## src/hdl/reorder_pkg.sv

```systemverilog
package reorder_pkg;

  // sequencer phases shared by the deserializer control and the serializer.
  typedef enum logic {
    fill = 1'b0,
    hold = 1'b1
  } seq_state_t;

  // default block geometry.
  localparam int default_n_samples = 8;
  localparam int default_bit_width = 32;

  // mirror the low width bits of idx, as used for the FFT input order.
  function automatic int unsigned rev_index(input int unsigned idx,
                                            input int unsigned width);
    int unsigned rev;
    int unsigned rest;
    rev  = 0;
    rest = idx;
    for (int unsigned b = 0; b < width; b++) begin
      rev  = (rev << 1) | (rest & 32'd1);
      rest = rest >> 1;
    end
    return rev;
  endfunction

endpackage

```

## src/hdl/block_if.sv

```systemverilog
`timescale 1ns/1ps

interface block_if #(
  parameter int N_SAMPLES = reorder_pkg::default_n_samples,
  parameter int BIT_WIDTH = reorder_pkg::default_bit_width
) ();

  // one whole block moves per val/rdy transfer.
  logic                 val;
  logic                 rdy;
  logic [BIT_WIDTH-1:0] msg [N_SAMPLES];

  modport source (
    output val,
    output msg,
    input  rdy
  );

  modport sink (
    input  val,
    input  msg,
    output rdy
  );

endinterface

```

## src/hdl/bit_reverse_stage.sv

```systemverilog
`timescale 1ns/1ps

module bit_reverse_stage #(
  parameter int N_SAMPLES = reorder_pkg::default_n_samples,
  parameter int BIT_WIDTH = reorder_pkg::default_bit_width
) (
  input  logic  clk,
  input  logic  reset,
  block_if.sink up,
  block_if.source down
);

  import reorder_pkg::*;

  localparam int idx_w = $clog2(N_SAMPLES);

  logic                 full;
  logic                 accept;
  logic                 release_blk;
  logic [BIT_WIDTH-1:0] stored [N_SAMPLES];

  assign release_blk = down.val & down.rdy;
  // room now, or room freed by this cycle's output transfer.
  assign up.rdy      = ~full | release_blk;
  assign accept      = up.val & up.rdy;

  always_ff @(posedge clk) begin
    if (reset) begin
      full <= 1'b0;
    end else if (accept) begin
      full <= 1'b1;
    end else if (release_blk) begin
      full <= 1'b0;
    end
  end

  // stored slot k takes input slot rev(k).
  always_ff @(posedge clk) begin
    if (accept) begin
      for (int k = 0; k < N_SAMPLES; k++) begin
        stored[k] <= up.msg[rev_index(k, idx_w)];
      end
    end
  end

  assign down.val = full;
  assign down.msg = stored;

endmodule

```

## src/hdl/block_reorder_top.sv

```systemverilog
`timescale 1ns/1ps

module block_reorder_top #(
  parameter int N_SAMPLES = reorder_pkg::default_n_samples,
  parameter int BIT_WIDTH = reorder_pkg::default_bit_width
) (
  input  logic                 clk,
  input  logic                 reset,
  input  logic                 in_val,
  output logic                 in_rdy,
  input  logic [BIT_WIDTH-1:0] in_data,
  output logic                 out_val,
  input  logic                 out_rdy,
  output logic [BIT_WIDTH-1:0] out_data
);

  // deserializer to bit-reverse stage.
  block_if #(
    .N_SAMPLES(N_SAMPLES),
    .BIT_WIDTH(BIT_WIDTH)
  ) blk_deser ();

  // bit-reverse stage to serializer.
  block_if #(
    .N_SAMPLES(N_SAMPLES),
    .BIT_WIDTH(BIT_WIDTH)
  ) blk_rev ();

  deserializer #(
    .N_SAMPLES(N_SAMPLES),
    .BIT_WIDTH(BIT_WIDTH)
  ) u_deser (
    .clk    (clk),
    .reset  (reset),
    .in_val (in_val),
    .in_rdy (in_rdy),
    .in_data(in_data),
    .blk    (blk_deser.source)
  );

  bit_reverse_stage #(
    .N_SAMPLES(N_SAMPLES),
    .BIT_WIDTH(BIT_WIDTH)
  ) u_rev (
    .clk  (clk),
    .reset(reset),
    .up   (blk_deser.sink),
    .down (blk_rev.source)
  );

  serializer #(
    .N_SAMPLES(N_SAMPLES),
    .BIT_WIDTH(BIT_WIDTH)
  ) u_ser (
    .clk     (clk),
    .reset   (reset),
    .blk     (blk_rev.sink),
    .out_val (out_val),
    .out_rdy (out_rdy),
    .out_data(out_data)
  );

endmodule

```

## src/hdl/deser_control.sv

```systemverilog
`timescale 1ns/1ps

module deser_control #(
  parameter int N_SAMPLES = reorder_pkg::default_n_samples
) (
  input  logic                 clk,
  input  logic                 reset,
  input  logic                 in_val,
  input  logic                 blk_rdy,
  output logic                 in_rdy,
  output logic                 blk_val,
  output logic [N_SAMPLES-1:0] en_sel
);

  import reorder_pkg::*;

  // one extra bit so the next count can reach N_SAMPLES.
  localparam int cnt_w = $clog2(N_SAMPLES + 1);
  localparam logic [cnt_w-1:0] full_count = cnt_w'(N_SAMPLES);
  localparam logic [N_SAMPLES-1:0] one_hot_base = 1;

  seq_state_t       state;
  seq_state_t       state_next;
  logic [cnt_w-1:0] count;
  logic [cnt_w-1:0] count_next;

  always_comb begin
    state_next = state;
    count_next = count;
    in_rdy     = 1'b0;
    blk_val    = 1'b0;
    en_sel     = '0;
    case (state)
      fill: begin
        in_rdy = 1'b1;
        if (in_val) begin
          // current slot captures the word.
          en_sel     = one_hot_base << count;
          count_next = count + 1'b1;
          if (count_next == full_count) begin
            count_next = '0;
            state_next = hold;
          end
        end
      end
      hold: begin
        blk_val = 1'b1;
        if (blk_rdy) begin
          state_next = fill;
        end
      end
      default: begin
        state_next = fill;
        count_next = '0;
      end
    endcase
  end

  always_ff @(posedge clk) begin
    if (reset) begin
      state <= fill;
      count <= '0;
    end else begin
      state <= state_next;
      count <= count_next;
    end
  end

endmodule

```

## src/hdl/deserializer.sv

```systemverilog
`timescale 1ns/1ps

module deserializer #(
  parameter int N_SAMPLES = reorder_pkg::default_n_samples,
  parameter int BIT_WIDTH = reorder_pkg::default_bit_width
) (
  input  logic                 clk,
  input  logic                 reset,
  input  logic                 in_val,
  output logic                 in_rdy,
  input  logic [BIT_WIDTH-1:0] in_data,
  block_if.source              blk
);

  logic [N_SAMPLES-1:0] en_sel;
  logic [BIT_WIDTH-1:0] slots [N_SAMPLES];

  deser_control #(
    .N_SAMPLES(N_SAMPLES)
  ) ctrl (
    .clk    (clk),
    .reset  (reset),
    .in_val (in_val),
    .blk_rdy(blk.rdy),
    .in_rdy (in_rdy),
    .blk_val(blk.val),
    .en_sel (en_sel)
  );

  // at most one enable is set, so a single slot is written per cycle.
  always_ff @(posedge clk) begin
    for (int i = 0; i < N_SAMPLES; i++) begin
      if (en_sel[i]) begin
        slots[i] <= in_data;
      end
    end
  end

  // slots are frozen while the block is offered.
  assign blk.msg = slots;

endmodule

```

## src/hdl/serializer.sv

```systemverilog
`timescale 1ns/1ps

module serializer #(
  parameter int N_SAMPLES = reorder_pkg::default_n_samples,
  parameter int BIT_WIDTH = reorder_pkg::default_bit_width
) (
  input  logic                 clk,
  input  logic                 reset,
  block_if.sink                blk,
  output logic                 out_val,
  input  logic                 out_rdy,
  output logic [BIT_WIDTH-1:0] out_data
);

  import reorder_pkg::*;

  localparam int idx_w = $clog2(N_SAMPLES);
  localparam logic [idx_w-1:0] last_idx = idx_w'(N_SAMPLES - 1);

  seq_state_t           state;
  logic [idx_w-1:0]     idx;
  logic [BIT_WIDTH-1:0] slots [N_SAMPLES];
  logic                 load;
  logic                 send;

  assign blk.rdy  = (state == fill);
  assign load     = blk.val & blk.rdy;
  assign out_val  = (state == hold);
  assign send     = out_val & out_rdy;
  assign out_data = slots[idx];

  always_ff @(posedge clk) begin
    if (reset) begin
      state <= fill;
      idx   <= '0;
    end else begin
      case (state)
        fill: begin
          if (load) begin
            state <= hold;
            idx   <= '0;
          end
        end
        hold: begin
          if (send) begin
            if (idx == last_idx) begin
              // last word gone, take the next block.
              state <= fill;
              idx   <= '0;
            end else begin
              idx <= idx + 1'b1;
            end
          end
        end
        default: begin
          state <= fill;
          idx   <= '0;
        end
      endcase
    end
  end

  always_ff @(posedge clk) begin
    if (load) begin
      slots <= blk.msg;
    end
  end

endmodule

```

## config.mk

```make
export PLATFORM = sky130hd
export DESIGN_NAME = block_reorder_top
export DESIGN_NICKNAME = d
export VERILOG_FILES = /design/src/hdl/reorder_pkg.sv /design/src/hdl/block_if.sv /design/src/hdl/bit_reverse_stage.sv /design/src/hdl/block_reorder_top.sv /design/src/hdl/deser_control.sv /design/src/hdl/deserializer.sv /design/src/hdl/serializer.sv
export SDC_FILE = /design/constraint.sdc
export NUM_CORES = 1
export LEC_CHECK = 0
export ABC_AREA = 1
export BUFFER_PORTS_ARGS = -buffer_cell sky130_fd_sc_hd__buf_2
export CAP_MARGIN = 20
export CORE_ASPECT_RATIO = 0.7
export CORE_MARGIN = 1
export CORE_UTILIZATION = 25
export CTS_BUF_LIST = sky130_fd_sc_hd__clkbuf_8
export DETAILED_ROUTE_END_ITERATION = 12
export PLACE_DENSITY = 0.35
export SLEW_MARGIN = 10
export SYNTH_ARGS = -nofsm -noshare
export SYNTH_HDL_FRONTEND = slang
export SYNTH_HIERARCHICAL = 1
export SYNTH_SLANG_ARGS = --single-unit
export TNS_END_PERCENT = 20
```

## constraint.sdc

```tcl
create_clock -name clk -period 29.8 [get_ports clk]
set_input_delay 1.49 -clock clk [delete_from_list [all_inputs] [get_ports clk]]
set_output_delay 1.49 -clock clk [all_outputs]
set_load 0.1 [all_outputs]
```

==> metrics.cfg <==
[floorplan]
row_count=100
die_y_um=277
start_util_pct=25.3
ios=70
die_w_um=395
core_um2=107000
die-area_um2=110000

[sta]
tightest_slew_ns=1.09
hold_viol=0
rsz0062_at_grt=false
post-route-period-util_pct=17.1
fin_crit_ns=5.10
setup_tns_ns=0
setup_viol=0
drv_slew=0
skew_ns=0.0246
relSlewSlack_pct=27.6
maxClockFrequency_mhz=196

[placed_design]
port_buffers=69
dpl.hpwl_mm=25.9
placed_area_um2=29200
place_congestion=0.652

[critical_path]
critPathArrivalTime_ns=3.61
critPathKind=reg2out
critPathMaxFanout=81
crit_required_ns=28.31
critPathLaunchType=flip-flop
critPathCaptureType=output pin

[routing]
postRouteWirelength_mm=57.1
drc_errors=0
drtAntennaViolNets=0
wire_per_inst_um=16.9
avgViaCountPerCell=3.77
via_count=12700
dr.pass1.iters=4
drt_iter0_markers=686

[yosys]
synth.area.mux_share_pct=0
avgSynthCellArea_um2=15.9
synth_area_leaders=edfxtp_1 85%, nand2_1 5.9%, inv_1 3.8%
syn_nets=1749
ys_warn_count=6
synth_compound_area_share_pct=0.296
yosysTopAreaCell=edfxtp_1
synthDistinctLibCells=23
synth_xor_area_share_pct=0
synthCells=1704
synth_area_um2=27100
synth_fa_ha_area_share_pct=0.416
synthSimpleGateAreaFrac_pct=8.73
synth_top_family_by_area=simple AND/OR/NAND/NOR gates
yosys.area.top_type_share_pct=85.2
ys_ff_latch=778
ys_seq_area_share_pct=85.9

[global_routing]
grt_overflow=0
grt_max_degree=159
antenna_found_initial=9
grt_pass1_vias=13000
grt_pass1_wl_mm=84.7
grt_usage_pct=10.5

[layout]
area_growth_pct=15.5
nets=1906
final_area_um2=31300
drive_gt1_share_pct=12.6

[clock_tree]
cts_tree=yes
clock-root-buffer=clkbuf_8
cts_hold_buf=0
clock_sinks=778
post_cts_buffers=0
path_clk_slew_ns=0.06
cts-resized-gates=0
cts_made_buffers=115
clockBufferDepth=3
clk_latency_ns=0.77
h-tree-depth=3

[run_status]
status=completed

[pwr]
leakage_nw=11.5
peakVddDrop_mv=0.0286
power_density_nw_per_um2=64.3

[min_path]
hold_path.class=reg2reg

[run]
timing.max_cap.violations=0

## registers in the layout, indices dropped and copies added (netlist names)
| register | flops |
|---|---|
| u_deser/ctrl/state | 1 |
| u_ser/slots | 256 |
| u_deser/blk.msg | 256 |
| u_rev/down.val | 1 |
| u_ser/out_val | 1 |
| u_rev/down.msg | 256 |
| u_deser/ctrl/count | 4 |
| u_ser/idx | 3 |
## worst paths after layout
path                      startpoint          endpoint  slack, ns  cells past startpoint
hold reg to reg   u_rev/down.msg[18]   u_ser/slots[18]       0.40                      0
setup / recovery        u_ser/idx[0]      out_data[18]      24.70                      8
setup reg to reg      u_rev/down.val  u_ser/slots[141]      27.20                      3
hold / removal    u_rev/down.msg[18]   u_ser/slots[18]       0.40                      0
## layout make-up
cell class	count	area, um^2
clock buffer	116	1600
clock inverter	90	430
fill	10800	75600
multi-input combinational	601	2610
timing repair buffer	88	513
inverter	277	1050
tap	1428	1790
antenna	5	12.5
sequential	778	23300
## per-stage QoR
stage | hold WS [ns] | cells | worst slack (ns) | util [%] | power [mW]
3_3_place_gp | 0.400 | 3172 | 25.37 | 27.4 | 1.25
2_1_floorplan | 0.400 | 1704 | 15.67 | - | 1.23
6_report | 0.403 | 3383 | 24.70 | 29.3 | 2.01
3_5_place_dp | 0.405 | 3172 | 25.39 | 27.4 | 1.25
4_1_cts | 0.395 | 3378 | 24.51 | 29.3 | 2.05
5_1_grt | 0.401 | 3382 | 24.33 | 29.3 | 2.10
## metal layers
metal	vias to the layer above	share of wire, %	GRT usage, %
met2	210	47	17.3
met5	-	0.023	0
met4	2	2.5	3.64
met1	6269	46	13.4
met3	113	3.9	2.64
li1	6150	-	-
## synth_stat cells
master	number
o21ai_1	1
o21ai_0	1
buf_2	32
nor2_1	5
nand4_1	1
clkbuf_1	11
a21oi_2	1
o21ai_2	1
nor2_4	1
ha_1	9
nand3_1	132
inv_2	4
inv_1	273
a21oi_1	9
or2_1	1
edfxtp_1	768
a211oi_1	1
dfxtp_1	10
nand3_2	1
nor3_1	7
nand2_2	1
nand2_1	429
buf_1	5
## placed cells by master (no fill, tap or decap), drive strengths merged
master and n:
nor2 6, clkbuf 116, ha 9, diode 5, bufinv 2, clkinvlp 2, nand4 1, dfxtp 10
a211oi 1, edfxtp 768, nor3 7, or2 1, clkinv 44, nand3 133, o21ai 3, a21oi 10
buf 88, nand2 430, inv 319
## cell families (layout without fill, tap and decap cells)
logic type | count (synthesis) | after routing
adders and majority gates | 9 | 9
AOI/OAI and AO/OA | 14 | 14
other | 0 | 5
and+or+nand+nor | 578 | 578
buffers and inverters | 325 | 571
DFF | 778 | 778
## critical path: stages, from the launching register on
cell	delay, ns
dfxtp_4	0.51
inv_4	0.50
buf_4	0.89
nand2_1	0.10
nand3_1	0.11
nand2_1	0.08
nand2_1	0.11
nand2_1	0.12
buf_2	0.31
## report_power, final
group / switching, mW / internal [mW] / leakage (nW)
combinational: 0.0172 / 0.00321 / 3.29
clock: 0.408 / 0.378 / 1.18
sequential: 0.00216 / 1.20 / 7.01
No activity file was read; power rests on OpenSTA's default activity.
